--- src/verilog/lsu_params.svh ---
// register counts, local RAM depth and remote-space address bit
`ifndef LSU_PARAMS_SVH
`define LSU_PARAMS_SVH

// register file size
`define LSU_NUM_DATA_REGS 16
`define LSU_NUM_PTR_REGS 8

// local RAM depth in 32-bit words, power of two
`define LSU_RAM_WORDS 256

// set in an address for the remote space
`define LSU_REMOTE_BIT 31

`endif
--- src/verilog/lsu_pkg.sv ---
// word, mask, register select, operation and bridge state types
`default_nettype none

package lsu_pkg;

    typedef logic [31:0] data_word_t;   // data and address word.
    typedef logic [3:0]  byte_mask_t;   // one enable per byte lane.
    typedef logic [3:0]  data_sel_t;    // data register index.
    typedef logic [2:0]  ptr_sel_t;     // pointer register index.

    // 14 store, 13 ptr update, 12 word, 11 half or upper bank,
    // 10:6 offset, 5:3 pointer, 2:0 data register
    typedef logic [14:0] ls_op_t;

    typedef enum logic [1:0]
    {
        bridge_idle,
        bridge_bus,
        bridge_return
    } bridge_state_t;

endpackage

`default_nettype wire

--- src/verilog/load_store_unit.sv ---
// load/store unit: operation decode, address and pointer update, bus drive, load alignment
`timescale 1ns/1ns
`default_nettype none
`include "lsu_params.svh"

module load_store_unit
(
    input  wire logic                clk,
    input  wire logic                rst,
    input  wire logic                op_vld,
    input  wire lsu_pkg::ls_op_t     op,
    input  wire logic                dir_vld,
    input  wire logic                dir_store,
    input  wire lsu_pkg::data_sel_t  dir_sel,
    input  wire lsu_pkg::data_word_t dir_addr,
    output lsu_pkg::ptr_sel_t        ptr_sel,
    input  wire lsu_pkg::data_word_t ptr_data,
    output lsu_pkg::data_sel_t       store_sel,
    input  wire lsu_pkg::data_word_t store_data,
    output logic                     ptr_upd_vld,
    output lsu_pkg::ptr_sel_t        ptr_upd_sel,
    output lsu_pkg::data_word_t      ptr_upd,
    output lsu_pkg::data_word_t      daddr,
    output logic                     dcs,
    output logic                     rcn_cs,
    output logic                     dwr,
    output lsu_pkg::byte_mask_t      dmask,
    output lsu_pkg::data_word_t      dout,
    output lsu_pkg::data_sel_t       writeback_reg,
    input  wire lsu_pkg::data_word_t din,
    output logic                     load_vld,
    output lsu_pkg::data_sel_t       load_sel,
    output lsu_pkg::data_word_t      load_data
);
    import lsu_pkg::*;

    logic       op_go;
    logic       acc_go;
    logic       is_word;
    logic       is_half;
    logic       wr_en;
    logic       remote;
    data_sel_t  data_reg;
    data_word_t offset;
    data_word_t adjust;
    data_word_t addr_next;
    data_word_t addr_out;
    data_word_t wr_data;
    byte_mask_t lane_mask;
    logic [2:0] ld_vld;                 // local load in flight, one bit per stage.
    logic [7:0] ld_tag [3];             // {size, lane, destination}.
    data_word_t rd_data;
    logic [1:0] tag_size;
    logic [1:0] tag_lane;

    assign op_go    = op_vld && !dir_vld;   // direct access wins.
    assign acc_go   = op_vld || dir_vld;
    assign is_word  = dir_vld || op[12];
    assign is_half  = !is_word && op[11];
    assign data_reg = dir_vld ? dir_sel : {op[12] & op[11], op[2:0]};

    assign ptr_sel   = op[5:3];
    assign store_sel = data_reg;

    // offset scaled by access size
    always_comb
    begin
        if (op[12])
        begin
            offset = {25'd0, op[10:6], 2'b00};
            adjust = {{25{op[10]}}, op[10:6], 2'b00};
        end
        else if (op[11])
        begin
            offset = {26'd0, op[10:6], 1'b0};
            adjust = {{26{op[10]}}, op[10:6], 1'b0};
        end
        else
        begin
            offset = {27'd0, op[10:6]};
            adjust = {{27{op[10]}}, op[10:6]};
        end
    end

    assign addr_next = ptr_data + (op[13] ? adjust : offset);
    // post-increment uses the old pointer, pre-decrement the new one
    assign addr_out  = dir_vld ? dir_addr :
                       (op[13] && !adjust[31]) ? ptr_data : addr_next;
    assign remote    = addr_out[`LSU_REMOTE_BIT];
    assign wr_en     = dir_vld ? dir_store : op[14];

    always_comb
    begin
        if (is_word)
        begin
            wr_data   = store_data;
            lane_mask = 4'b1111;
        end
        else if (is_half)
        begin
            wr_data   = {2{store_data[15:0]}};
            lane_mask = addr_out[1] ? 4'b1100 : 4'b0011;
        end
        else
        begin
            wr_data   = {4{store_data[7:0]}};
            lane_mask = 4'b0001 << addr_out[1:0];
        end
    end

    always_ff @(posedge clk or posedge rst)
    begin
        if (rst)
        begin
            ptr_upd_vld <= 1'b0;
            dcs         <= 1'b0;
            rcn_cs      <= 1'b0;
            ld_vld      <= 3'b000;
        end
        else
        begin
            ptr_upd_vld <= op_go && op[13];
            dcs         <= acc_go && !remote;
            rcn_cs      <= acc_go && remote;
            ld_vld      <= {ld_vld[1:0], acc_go && !wr_en && !remote};
        end
    end

    always_ff @(posedge clk)
    begin
        if (op_go)
        begin
            ptr_upd_sel <= op[5:3];
            ptr_upd     <= addr_next;
        end
        if (acc_go)
        begin
            daddr         <= {addr_out[31:2], 2'b00};
            dwr           <= wr_en;
            dmask         <= lane_mask;
            dout          <= wr_data;
            writeback_reg <= data_reg;
        end
        ld_tag[0] <= {is_word, is_half, addr_out[1:0], data_reg};
        ld_tag[1] <= ld_tag[0];
        ld_tag[2] <= ld_tag[1];
        if (ld_vld[1])
            rd_data <= din;             // RAM data valid one cycle after select.
    end

    assign tag_size = ld_tag[2][7:6];
    assign tag_lane = ld_tag[2][5:4];

    always_comb
    begin
        if (tag_size[1])
            load_data = rd_data;
        else if (tag_size[0])
            load_data = tag_lane[1] ? {16'd0, rd_data[31:16]} : {16'd0, rd_data[15:0]};
        else
            load_data = {24'd0, rd_data[8*tag_lane +: 8]};
    end

    assign load_vld = ld_vld[2];
    assign load_sel = ld_tag[2][3:0];

endmodule

`default_nettype wire

--- config.mk ---
export PLATFORM = sky130hd
export DESIGN_NAME = load_store_unit
export DESIGN_NICKNAME = d
export VERILOG_FILES = /design/src/verilog/lsu_pkg.sv /design/src/verilog/load_store_unit.sv
export VERILOG_INCLUDE_DIRS = /design/src /design/src/verilog
export SDC_FILE = /design/constraint.sdc
export NUM_CORES = 1
export LEC_CHECK = 0
export BUFFER_PORTS_ARGS = -buffer_cell sky130_fd_sc_hd__buf_4
export CAP_MARGIN = 20
export CORE_MARGIN = 4
export CORE_UTILIZATION = 45
export DETAILED_ROUTE_END_ITERATION = 7
export PLACE_DENSITY = 0.73
export REMOVE_ABC_BUFFERS = 1
export SETUP_SLACK_MARGIN = 0.1
export SLEW_MARGIN = 25
export SYNTH_ARGS = -nofsm -noshare
export SYNTH_HDL_FRONTEND = slang
export SYNTH_SLANG_ARGS = --single-unit
export TNS_END_PERCENT = 30
--- constraint.sdc ---
create_clock -name clk -period 2.08 [get_ports clk]
set_clock_uncertainty 0.05 [all_clocks]
set_input_delay 0.312 -clock clk [delete_from_list [all_inputs] [get_ports clk]]
set_output_delay 0.312 -clock clk [all_outputs]
set_load 0.02 [all_outputs]
Yosys cells after proc, flatten, opt, wreduce, memory -nomap -nowiden
Memories as Yosys holds them, arrays and structs flattened.
Cells that the tools add are included.

storage, ports and cells
  register bits = 144
  latch bits = 0
  bits in writable memories = 24
  ROM bits = 0
  input bits = 152
  logic and storage cells = 48
  memories kept = 1

memories
  name    depth  width  rd ports  clocked after memory_dff  wr ports  RTL line               source
  ld_tag  3      8      3         0                         3         load_store_unit.sv:51  logic [7:0] ld_tag [3];

cells by class
  add/sub/neg operators = 1
  multiply operators = 0
  divide/modulo/power cells = 0
  $lt $le $gt $ge = 0
  eq/ne operators = 0
  shift-type cells = 2
  mux-type cells = 16
  bitwise gates (word level) = 1
  reduce and logical (&&, ||, !) cells = 15

operators with widths
  operator               count
  $mux W32               6
  $add A32 B32 Y32       1
  $mux W16               2
  $shiftx A32 B6 Y8      1
  $mux W4                3
  $mux W6                2
  $logic_and A1 B1 Y1    8
  $mux W7                1
  $logic_not A1 Y1       5
  $mux W5                1
  $shl A1 B2 Y4 const A  1
  $logic_or A1 B1 Y1     2
  $and A1 B1 Y1          1
  $mux W1                1

Longest topological paths before layout
Gate-level depths: netlist of the first run.

  word-level depth = 8
  gate-level depth with buffers = 13
  mapped depth without buffers = 11

Least setup slack after synthesis of the first run
No wires, ideal clock.

  kind = input to register
  start point = in op[11]
  end point = reg daddr[16], data pin
  library setup time = 0.266 ns
  arrival time = 3.533 ns
  data required time = 1.764 ns
  slack = -1.769 ns
  cell stages on the path = 13
  cell sequence = clkbuf_1 > clkbuf_1 > mux2i_1 > nor2_1 > fa_1 > a211o_1 > a21oi_2 > a211oi_2 > o31a_1 > or2_4 > a21oi_2 > nor4b_1 > nor3_1

on the way
  word-level cells in the longest chain between the ends = 6
  elaborated cells between the ends (all ways) = 8

RTL lines
  what                                       RTL line                source
  start, declared                            load_store_unit.sv:11   input wire lsu_pkg::ls_op_t op,
  $mux W6 / $mux W5 (equally long branches)  load_store_unit.sv:73   else if (op[11])
  $mux W7 / $mux W6 (equally long branches)  load_store_unit.sv:68   if (op[12])
  $mux W32 *                                 load_store_unit.sv:85   assign addr_next = ptr_data + (op[13] ? adjust : offset);
  $add A32 B32 Y32 *                         load_store_unit.sv:85
  $mux W32 *                                 load_store_unit.sv:88   (op[13] && !adjust[31]) ? ptr_data : addr_next;
  $mux W32 *                                 load_store_unit.sv:87   assign addr_out = dir_vld ? dir_addr :
  named net addr_out[16]                     load_store_unit.sv:47   data_word_t addr_out;
  end signal, assigned                       load_store_unit.sv:138  daddr <= {addr_out[31:2], 2'b00};
  end, declared                              load_store_unit.sv:23   output lsu_pkg::data_word_t daddr,

The timed path passes the listed nets; every way through them passes the cells marked *.
A chain may end at the register's enable or synchronous reset.

Worst setup path in the final report of the first run
  start point = in op[12]
  end point = reg daddr[25], data pin

on the way
  word-level cells in the longest chain between the ends = 5
  elaborated cells between the ends (all ways) = 6

RTL lines
  what                                       RTL line               source
  $mux W7 / $mux W6 (equally long branches)  load_store_unit.sv:68
  $mux W32 *                                 load_store_unit.sv:85
  $add A32 B32 Y32 *                         load_store_unit.sv:85
  named net addr_next[25]                    load_store_unit.sv:46  data_word_t addr_next;
  $mux W32 *                                 load_store_unit.sv:88
  $mux W32 *                                 load_store_unit.sv:87
  named net addr_out[25]                     load_store_unit.sv:47

Marked as above.

==> flow_summary.toml, run 1 <==
[status]
run_status = "complete, but fails checks"
violations = "negative setup slack"

[drt]
drt-wirelength-per-cell_um = 19.7
routed_wl_mm = 29.2
wl_met1_mm = 11.3
route.met3.wl_mm = 2.04
viasPerCell = 5.39
drc = 0
drtAntennaViolNets = 0
firstDrtPassIters = 5
drt_iter0_drc = 666
dr.max_layer_used = "met4"
via_count = 7976
met2_length_mm = 14.9

[placed_design]
port_buffers = 304
dp_slack_ns = -1.17
globalplace.congestion = 0.895
dp_hpwl_mm = 20.3

[global_routing]
grt_pass1_wl_mm = 44.1
antenna_found_initial = 0
first_global_vias = 8192
grt_util_all_layers = 0.260
globalRouteOverflowTotal = 0
grt_max_degree = 71

[timing]
period_minus_slack_ns = 2.65
report.final.slew_viol_count = 0
worst_slack_ns = -0.574
fmax_mhz = 377
grt_setup_unrepaired = "true"
setup_viol_count_final = 52
hold_viol = 0
min_period_over_period = 1.28
worst_pin_slew_ns = 0.523
max_slew_margin = 0.650

[die]
die-area_mm2 = 0.0214
io_pins = 307
core_mm2 = 0.0188
die_width_um = 146
dieHeight_um = 146
start_util = 0.458
row_count = 50

[layout]
syn2layout_area_growth_pct = 62.6
drive_gt1_frac = 0.502
diodes = 0
reg_top3 = "dout (32), ptr_upd (32), rd_data (32)"
final_nets = 1417
nFillCells = 1210

[clocking]
clockBufferDepth = 2
cts.htree.levels = 4
cts_root_buf = "clkbuf_16"
clk_pin_slew_ns = 0.07
tritoncts = "built"
clock_sink_count = 168
clock_latency_ns = 0.43
cts_made_buffers = 17

[min_path]
holdPathStages = 1
min_from = "op[4]"
whs_endpoint = "ptr_upd_sel[1]"
min_path_type = "in2reg"

[yosys]
synth-edff-count = 138
ys_ff_latch = 168
synth_area_mm2 = 0.00860
synth_cells = 754
yosysWarnings = 0
synthDistinctLibCells = 72
synth_ff_type = "edfxtp_1"
yosysSeqAreaShare = 0.555
async_reset_ff_frac = 0.0357
avgSynthCellArea_um2 = 11.4

[critical_path]
setup.worst_path.class = "in2reg"
critPathRequiredTime_ns = 2.21
crit_fanout = 8
reg2reg_from = "ld_vld[1]"
crit_path_start_kind = "input pin"
worst_setup_path_end_kind = "register"
arrival_ns = 2.79
r2r_setup_slack_ns = 0.97
r2r_end = "rd_data[31]"
r2r_cells = 1

[pwr]
p_per_area_mw_per_mm2 = 733
leakage_nw = 6.25
irDropWorstVdd_v = 0.000590
power.total_mw = 10.3

[flow_run]
maxCapViolCount = 0
[report_power, final]
| part | switching, mW | internal, mW | total, mW |
|---|---|---|---|
| Combinational | 1.62 | 1.52 | 3.14 |
| Sequential | 0.106 | 4.04 | 4.14 |
| Clock | 1.41 | 1.55 | 2.96 |
| Total | 3.14 | 7.11 | 10.3 |
[cell usage after synthesis, types with 3 or more instances]
| cell type | n | area, um2 |
|---|---|---|
| o21a_1 | 6 | 45.0 |
| a22o_1 | 8 | 70.1 |
| mux2_2 | 20 | 225 |
| nor2b_1 | 5 | 31.3 |
| a211oi_1 | 5 | 37.5 |
| a211o_1 | 3 | 26.3 |
| and3_1 | 9 | 56.3 |
| edfxtp_1 | 138 | 4140 |
| buf_4 | 9 | 67.6 |
| o21ai_1 | 10 | 50.1 |
| mux2i_1 | 36 | 360 |
| nor3_1 | 12 | 60.1 |
| a21oi_2 | 3 | 26.3 |
| nor2_1 | 53 | 199 |
| o31a_1 | 3 | 26.3 |
| nand2b_1 | 7 | 43.8 |
| o21bai_1 | 3 | 22.5 |
| o31ai_1 | 4 | 30.0 |
| a21o_1 | 18 | 135 |
| xnor2_1 | 20 | 175 |
| nand3_1 | 8 | 40.0 |
| o22a_1 | 8 | 70.1 |
| nand2_1 | 61 | 229 |
| dfrtp_1 | 6 | 150 |
| inv_1 | 24 | 90.1 |
| ha_1 | 31 | 388 |
| and2_1 | 18 | 113 |
| o211ai_1 | 4 | 30.0 |
| xor2_1 | 7 | 61.3 |
| dfxtp_1 | 24 | 480 |
| a21oi_1 | 53 | 265 |
| o21ai_0 | 57 | 285 |
| clkbuf_1 | 31 | 116 |
| a31oi_1 | 3 | 18.8 |
[kinds of logic (layout without fill, tap and decap cells)]
logic type	Yosys count	after routing	synth area share
AO/OA/AOI/OAI	209	209	0.160
AND/OR/NAND/NOR	191	191	0.106
flip-flops	168	168	0.555
buffers and inverters	70	561	0.0355
multiplexers	56	56	0.0681
adder cells (fa/ha/maj)	32	32	0.0474
XOR/XNOR	27	27	0.0275
other	1	2	0.000436
[what timing repair did]
action,4_1_cts,5_1_grt
gates resized for setup,120,38
setup buffers,14,7
endpoints found under the hold margin,37,1
hold buffers,32,1
pin swaps,45,21
endpoints found under the setup margin,64,73
[layer usage]
layer  GRT usage  up-vias
li1            -     3737
met1       0.313     3820
met2       0.459      352
met3      0.0633       67
met4      0.0856        0
met5           0        -
[through the flow]
step                std cells  cell area (um2)  setup TNS [ns]   util  hold WS (ns)
floorplan                 711             8390          -64.22      -        0.0530
global placement         1395            12100          -48.46  0.646         0.203
detailed placement       1395            12100          -49.56  0.646         0.213
CTS                      1472            13700          -13.48  0.731     0.0000816
global route             1480            14000          -24.25  0.745       0.00537
finish                   1480            14000          -17.80  0.745        0.0210
[worst max-delay path: stages]
cell       delay (ns)
buf_6            0.12
buf_4            0.15
o21ai_0          0.17
ha_1             0.27
buf_4            0.15
o21ai_1          0.07
nor2_1           0.07
o31a_1           0.30
a2111oi_4        0.46
o21ai_2          0.15
a21oi_2          0.18
xnor2_1          0.10
a221o_1          0.29
[how the worst max path moves through the flow]
| stage | start | end | cells past startpoint |
|---|---|---|---|
| after floorplan | op[10] | daddr[16] | 10 |
| after global placement | op[11] | rcn_cs | 14 |
| after detailed placement | op[11] | rcn_cs | 14 |
| after CTS | op[6] | daddr[30] | 14 |
| after global routing | op[6] | daddr[26] | 15 |
| final | op[12] | daddr[25] | 13 |
[cells in the final DEF, fill, tap and decap left out, drive strengths merged, types with 7 or more instances in the layout]
cell	Yosys	routed
buf	13	470
edfxtp	138	138
o21ai	68	68
nand2	61	61
a21oi	56	56
nor2	53	53
mux2i	36	36
dlygate4sd3	0	33
inv	25	31
ha	31	31
dfxtp	24	24
mux2	20	20
xnor2	20	20
and2	19	19
a21o	18	18
clkbuf	31	17
nor3	13	13
and3	9	9
clkinv	1	9
a22o	8	8
o22a	8	8
nand3	8	8
nand2b	7	7
xor2	7	7
[area by class of cell]
type                            count  area (um2)  area share
Sequential cell                   168        4780       0.342
Multi-Input combinational cell    517        4270       0.305
Timing Repair Buffer              503        4000       0.286
Clock buffer                       17         425      0.0304
Tap cell                          234         293      0.0209
Clock inverter                     15         118     0.00841
Inverter                           26        98.8     0.00707
Power figures use the tool's default switching activity.
==> run 2: changes to the inputs <==
--- a/config.mk
+++ b/config.mk
@@ -11,7 +11,7 @@
 export CORE_MARGIN = 4
 export CORE_UTILIZATION = 45
 export DETAILED_ROUTE_END_ITERATION = 7
-export PLACE_DENSITY = 0.73
+export PLACE_DENSITY = 0.8
 export REMOVE_ABC_BUFFERS = 1
 export SETUP_SLACK_MARGIN = 0.1
 export SLEW_MARGIN = 25
==> run 2 against run 1 <==
  * The flow still finishes with violations (negative setup slack)
  * Largest cell class unchanged
  * Count of clock-buffer cells in the layout rose by 1
  * Critical path depth rose by 1
  * First-iteration DRC count fell by 14%
  * Via count rose by 2.0%
  * Clock power rose by 8.1%
  * Non-clock buffer count fell by 3
  * Utilization fell by 1.0 points
  * Maximum frequency fell by 4.1%
  * Worst setup slack got worse by 0.11 ns
  * Highest routed layer unchanged
  * Flip-flop and latch count did not move
==> flow_summary.toml, run 2 (synthesized netlist as in run 1, its figures left out) <==
[status]
run_status = "complete, but fails checks"
violations = "negative setup slack"

[min_path]
min_path_type = "in2reg"
whs_endpoint = "rd_data[21]"
holdPathStages = 1
min_from = "din[21]"

[die]
row_count = 50
dieHeight_um = 146
start_util = 0.458
die_width_um = 146
io_pins = 307
core_mm2 = 0.0188
die-area_mm2 = 0.0214

[critical_path]
r2r_end = "rd_data[18]"
reg2reg_from = "ld_vld[1]"
crit_fanout = 9
crit_path_start_kind = "input pin"
critPathRequiredTime_ns = 2.21
r2r_setup_slack_ns = 0.96
setup.worst_path.class = "in2reg"
worstSetupStartpoint = "op[12]"
arrival_ns = 2.90
worst_setup_path_end_kind = "register"
r2r_cells = 1

[global_routing]
antenna_found_initial = 0
grtUsageMet3 = 0.0528
grt_pass1_wl_mm = 44.5
gr-usage-met2 = 0.474
grt_util_all_layers = 0.263
busiest_layer = "met2"
globalRouteOverflowTotal = 0
grt_max_degree = 34
first_global_vias = 8283
gr-usage-met1 = 0.307

[timing]
report.final.slew_viol_count = 0
grt_setup_unrepaired = "true"
hold_viol = 0
min_period_over_period = 1.33
worst_slack_ns = -0.688
setup_viol_count_final = 56
max_slew_margin = 0.575
fmax_mhz = 361
period_minus_slack_ns = 2.77
worst_pin_slew_ns = 0.631

[pwr]
irDropWorstVdd_v = 0.000537
clkPwrFrac = 0.307
p_int_mw = 7.21
swShare = 0.308
leakage_nw = 6.22
p_per_area_mw_per_mm2 = 756
p_seq_frac = 0.399
p_comb_frac = 0.295
p_sw_mw = 3.21

[drt]
routed_wl_mm = 29.8
drt_iter0_drc = 573
firstDrtPassIters = 5
drtAntennaViolNets = 0
drt-wirelength-per-cell_um = 20.2
via_count = 8136
drc = 0
viasPerCell = 5.51

[placed_design]
placedCellCount = 1397
dpl_cell_area_mm2 = 0.0121
dp_hpwl_mm = 21.0
globalplace.congestion = 0.934
port_buffers = 304

[layout]
final_area_mm2 = 0.0138
diodes = 0
fin_cells = 1477
final_cell_mix = "456 x buf_4, 138 x edfxtp_1, 60 x nand2_1, 44 x nor2_1"
syn2layout_area_growth_pct = 60.4
final_common_cell = "buf_4"
drive_gt1_frac = 0.501
final_nets = 1414
reg_top3 = "dout (32), ptr_upd (32), rd_data (32)"

[clocking]
tritoncts = "built"
clock_latency_ns = 0.42
clockBufferDepth = 2
cts_made_buffers = 17
clk_pin_slew_ns = 0.07
cts.htree.levels = 4
cts_root_buf = "clkbuf_16"
clock_sink_count = 168

[flow_run]
maxCapViolCount = 0
==> run 2: changes by cell type in the layout (fill, tap and decap cells not counted), moves of 4 or more <==
cell           delta
dlygate4sd3_1     -7
ha_1              +9
ha_4              -9
buf_4            +15
buf_6            -12
xnor2_1           +4
==> run 2: repair_timing <==
item,CTS,global route
cloned,0,0
endpoints found under the setup margin,72,70
resized for setup,93,46
hold endpoints to repair,27,4
pin swaps,45,49
hold buffers,22,4
buffers inserted,19,8
==> run 2: per-layer routing <==
metal	part of all wire	wire, um
met5	0	0
met4	0.035	1040
met3	0.075	2230
met2	0.52	15500
met1	0.37	11000
==> run 2: cell type report <==
type	count	area, um2
repair buffers	500	3930
clock buffers	18	429
well taps	234	293
fillers	1217	4980
inverters	26	97.6
flip-flops and latches	168	4780
clock inverters	14	163
multi-input cells	517	4100
==> run 2: critical path, cell delays in order <==
cell and delay [ns]:
buf_6 0.11, buf_6 0.13, o21a_1 0.22, ha_4 0.29, buf_4 0.12, nand3_2 0.10
a21oi_4 0.19, o211a_1 0.22, a2111oi_4 0.06, o21ai_2 0.25, buf_4 0.16, a41oi_4 0.10
or4_1 0.48, and3_1 0.15
==> run 2: per-stage QoR <==
step / hold WS (ns) / power (mW) / util / TNS, ns / worst slack, ns
final: 0.0181 / 10.4 / 0.735 / -23.51 / -0.688
after global routing: 0.000880 / 10.8 / 0.735 / -27.87 / -0.761
after floorplan: 0.0530 / 5.47 / - / -64.22 / -1.54
after global placement: 0.219 / 6.81 / 0.647 / -51.06 / -1.25
after detailed placement: 0.224 / 6.87 / 0.647 / -54.54 / -1.39
after CTS: 0.000221 / 10.3 / 0.721 / -19.99 / -0.702
==> run 2: worst max-delay path by stage <==
stage | to | slack, ns
2_1_floorplan | daddr[16] | -1.54
3_3_place_gp | daddr[16] | -1.25
4_1_cts | daddr[25] | -0.70
5_1_grt | daddr[28] | -0.76
3_5_place_dp | daddr[16] | -1.39
6_report | daddr[29] | -0.69
==> run 2: power groups by stage <==
stage	clock network (mW)	logic, mW	registers, mW
2_1_floorplan	0	0.909	4.56
3_3_place_gp	0	2.60	4.21
3_5_place_dp	0	2.65	4.22
4_1_cts	3.24	2.91	4.15
5_1_grt	3.38	3.25	4.18
6_report	3.20	3.07	4.15
==> run 3: changes to the inputs <==
--- a/config.mk
+++ b/config.mk
@@ -8,10 +8,12 @@
 export LEC_CHECK = 0
 export BUFFER_PORTS_ARGS = -buffer_cell sky130_fd_sc_hd__buf_4
 export CAP_MARGIN = 20
+export CELL_PAD_IN_SITES_DETAIL_PLACEMENT = 0
+export CELL_PAD_IN_SITES_GLOBAL_PLACEMENT = 2
 export CORE_MARGIN = 4
-export CORE_UTILIZATION = 45
+export CORE_UTILIZATION = 31
 export DETAILED_ROUTE_END_ITERATION = 7
-export PLACE_DENSITY = 0.8
+export PLACE_DENSITY = 0.87
 export REMOVE_ABC_BUFFERS = 1
 export SETUP_SLACK_MARGIN = 0.1
 export SLEW_MARGIN = 25
==> run 3 against run 2 <==
  * The run still ends with negative setup slack left
  * Final area increased by 4.4%
  * Utilization decreased by 20 points
  * Sequential share of layout area decreased by 1.5 points
  * Routed wire length increased by 0.64%
  * Critical endpoint is now daddr[26]
  * Largest power group unchanged
==> flow_summary.toml, run 3 (synthesized netlist as in run 1, its figures left out) <==
[pwr]
clkPwrFrac = 0.303
swShare = 0.313
p_sw_mw = 3.28
p_per_area_mw_per_mm2 = 727
p_int_mw = 7.19
irDropWorstVdd_v = 0.000471
p_comb_frac = 0.301
leakage_nw = 6.29
p_seq_frac = 0.396

[placed_design]
dp_hpwl_mm = 22.7
globalplace.congestion = 0.842
dpl_cell_area_mm2 = 0.0124
placedCellCount = 1545
dp_slack_ns = -1.28
port_buffers = 304

[critical_path]
critPathMaxStageDelay_ns = 0.38
crit_slowest_cell = "a2111oi_4"
critPathRequiredTime_ns = 2.22
r2r_cells = 1
crit_fanout = 3
setup.worst_path.class = "in2reg"
arrival_ns = 2.83
crit_path_start_kind = "input pin"
worst_setup_path_end_kind = "register"
crit_chain = "buf_8 -> buf_6 -> o21ai_2 -> o21ai_1 -> ha_1 -> a2111oi_4 -> a211o_4 -> a2111oi_4 -> nor4_2 -> buf_4 -> buf_6 -> o41ai_4 -> xor2_1 -> mux2i_1 -> o21ai_1"

[clocking]
cts_root_buf = "clkbuf_16"
clock_sink_count = 168
clk_pin_slew_ns = 0.08
cts.htree.levels = 4
clock_latency_ns = 0.43
tritoncts = "built"
cts_made_buffers = 17
clockBufferDepth = 2

[die]
row_count = 60
die_width_um = 175
io_pins = 307
dieHeight_um = 175
core_mm2 = 0.0271
start_util = 0.317
die-area_mm2 = 0.0305

[global_routing]
grt_util_all_layers = 0.190
antenna_found_initial = 1
grt_pass1_wl_mm = 45.3
globalRouteOverflowTotal = 0
grt_max_degree = 51
first_global_vias = 8021

[layout]
drive_gt1_frac = 0.520
final_common_cell = "buf_4"
fin_cells = 1625
final_area_mm2 = 0.0144
nFillCells = 2392
diodes = 0
final_nets = 1424
final_cell_mix = "443 x buf_4, 138 x edfxtp_1, 57 x nand2_1, 44 x nor2_1, 40 x o21ai_0"
reg_top3 = "dout (32), ptr_upd (32), rd_data (32)"
syn2layout_area_growth_pct = 67.4

[status]
run_status = "complete, but fails checks"
violations = "negative setup slack"

[drt]
drtAntennaViolNets = 0
drt_iter0_drc = 328
via_count = 7775
routed_wl_mm = 30.0
drt-wirelength-per-cell_um = 18.4
drc = 0
viasPerCell = 4.78
firstDrtPassIters = 5

[timing]
max_slew_margin = 0.642
grt_setup_unrepaired = "true"
hold_viol = 0
period_minus_slack_ns = 2.69
report.final.slew_viol_count = 0
fmax_mhz = 371
worst_pin_slew_ns = 0.537
min_period_over_period = 1.29
setup_viol_count_final = 58
worst_slack_ns = -0.612

[min_path]
min_path_type = "in2reg"
holdPathStages = 1

[flow_run]
maxCapViolCount = 0
run 3: per-layer routing:
layer  global-route usage  wire length, um  vias up
met5                    0               14        -
met4               0.0586              585        2
met3               0.0450             2010       33
met2                0.337            15400      259
met1                0.227            12000     3727
li1                     -                -     3754
run 3: area by class of cell:
type                    count  area [um2]  share of cell area
multi-input cells         517        4350               0.302
flip-flops and latches    168        4780               0.332
clock inverters            15         156              0.0109
inverters                  26         103             0.00713
well taps                 372         465              0.0323
clock buffers              17         425              0.0296
repair buffers            510        4110               0.286
run 3: timing repair:
| item | 4_1_cts | 5_1_grt |
|---|---|---|
| endpoints found under the setup margin | 70 | 72 |
| resized for setup | 126 | 61 |
| buffers inserted | 11 | 5 |
| hold buffers | 34 | 0 |
| pin swaps | 44 | 30 |
| endpoints found under the hold margin | 39 | 0 |
run 3: per-stage QoR:
| stage | hold slack (ns) | TNS (ns) | utilization | power (mW) |
|---|---|---|---|---|
| after floorplan | 0.0530 | -64.22 | - | 5.47 |
| after global placement | 0.235 | -48.05 | 0.457 | 6.89 |
| after detailed placement | 0.228 | -52.27 | 0.458 | 6.92 |
| after CTS | 0.00252 | -17.46 | 0.520 | 10.5 |
| after global routing | 0.000324 | -22.78 | 0.531 | 10.9 |
| final | 0.0247 | -17.89 | 0.531 | 10.5 |
run 3: critical path: cells and delay by family:
| family | cells | cell delay, ns |
|---|---|---|
| AO/OA/AOI/OAI | 7 | 1.33 |
| AND/OR/NAND/NOR | 1 | 0.08 |
| multiplexers | 1 | 0.15 |
| XOR/XNOR | 1 | 0.12 |
| buffers and inverters | 4 | 0.49 |
| adder cells (fa/ha/maj) | 1 | 0.34 |
run 3: worst paths after layout:
| kind | from | endpoint | slack, ns |
|---|---|---|---|
| hold / removal | op[5] | ptr_upd_sel[2] | 0.02 |
| hold reg to reg | ld_tag[0][4] | ld_tag[0][12] | 0.27 |
| min in group asynchronous | rst | ptr_upd_vld | 0.35 |
| setup / recovery | op[13] | daddr[26] | -0.61 |
| max in group asynchronous | rst | rcn_cs | 1.39 |
| setup reg to reg | ld_vld[1] | rd_data[12] | 0.95 |
run 3: power by group through the flow:
stage / Sequential, mW / Clock [mW] / Combinational (mW)
floorplan: 4.56 / 0 / 0.909
global placement: 4.22 / 0 / 2.67
detailed placement: 4.22 / 0 / 2.70
CTS: 4.15 / 3.27 / 3.04
global route: 4.18 / 3.40 / 3.37
finish: 4.15 / 3.17 / 3.15
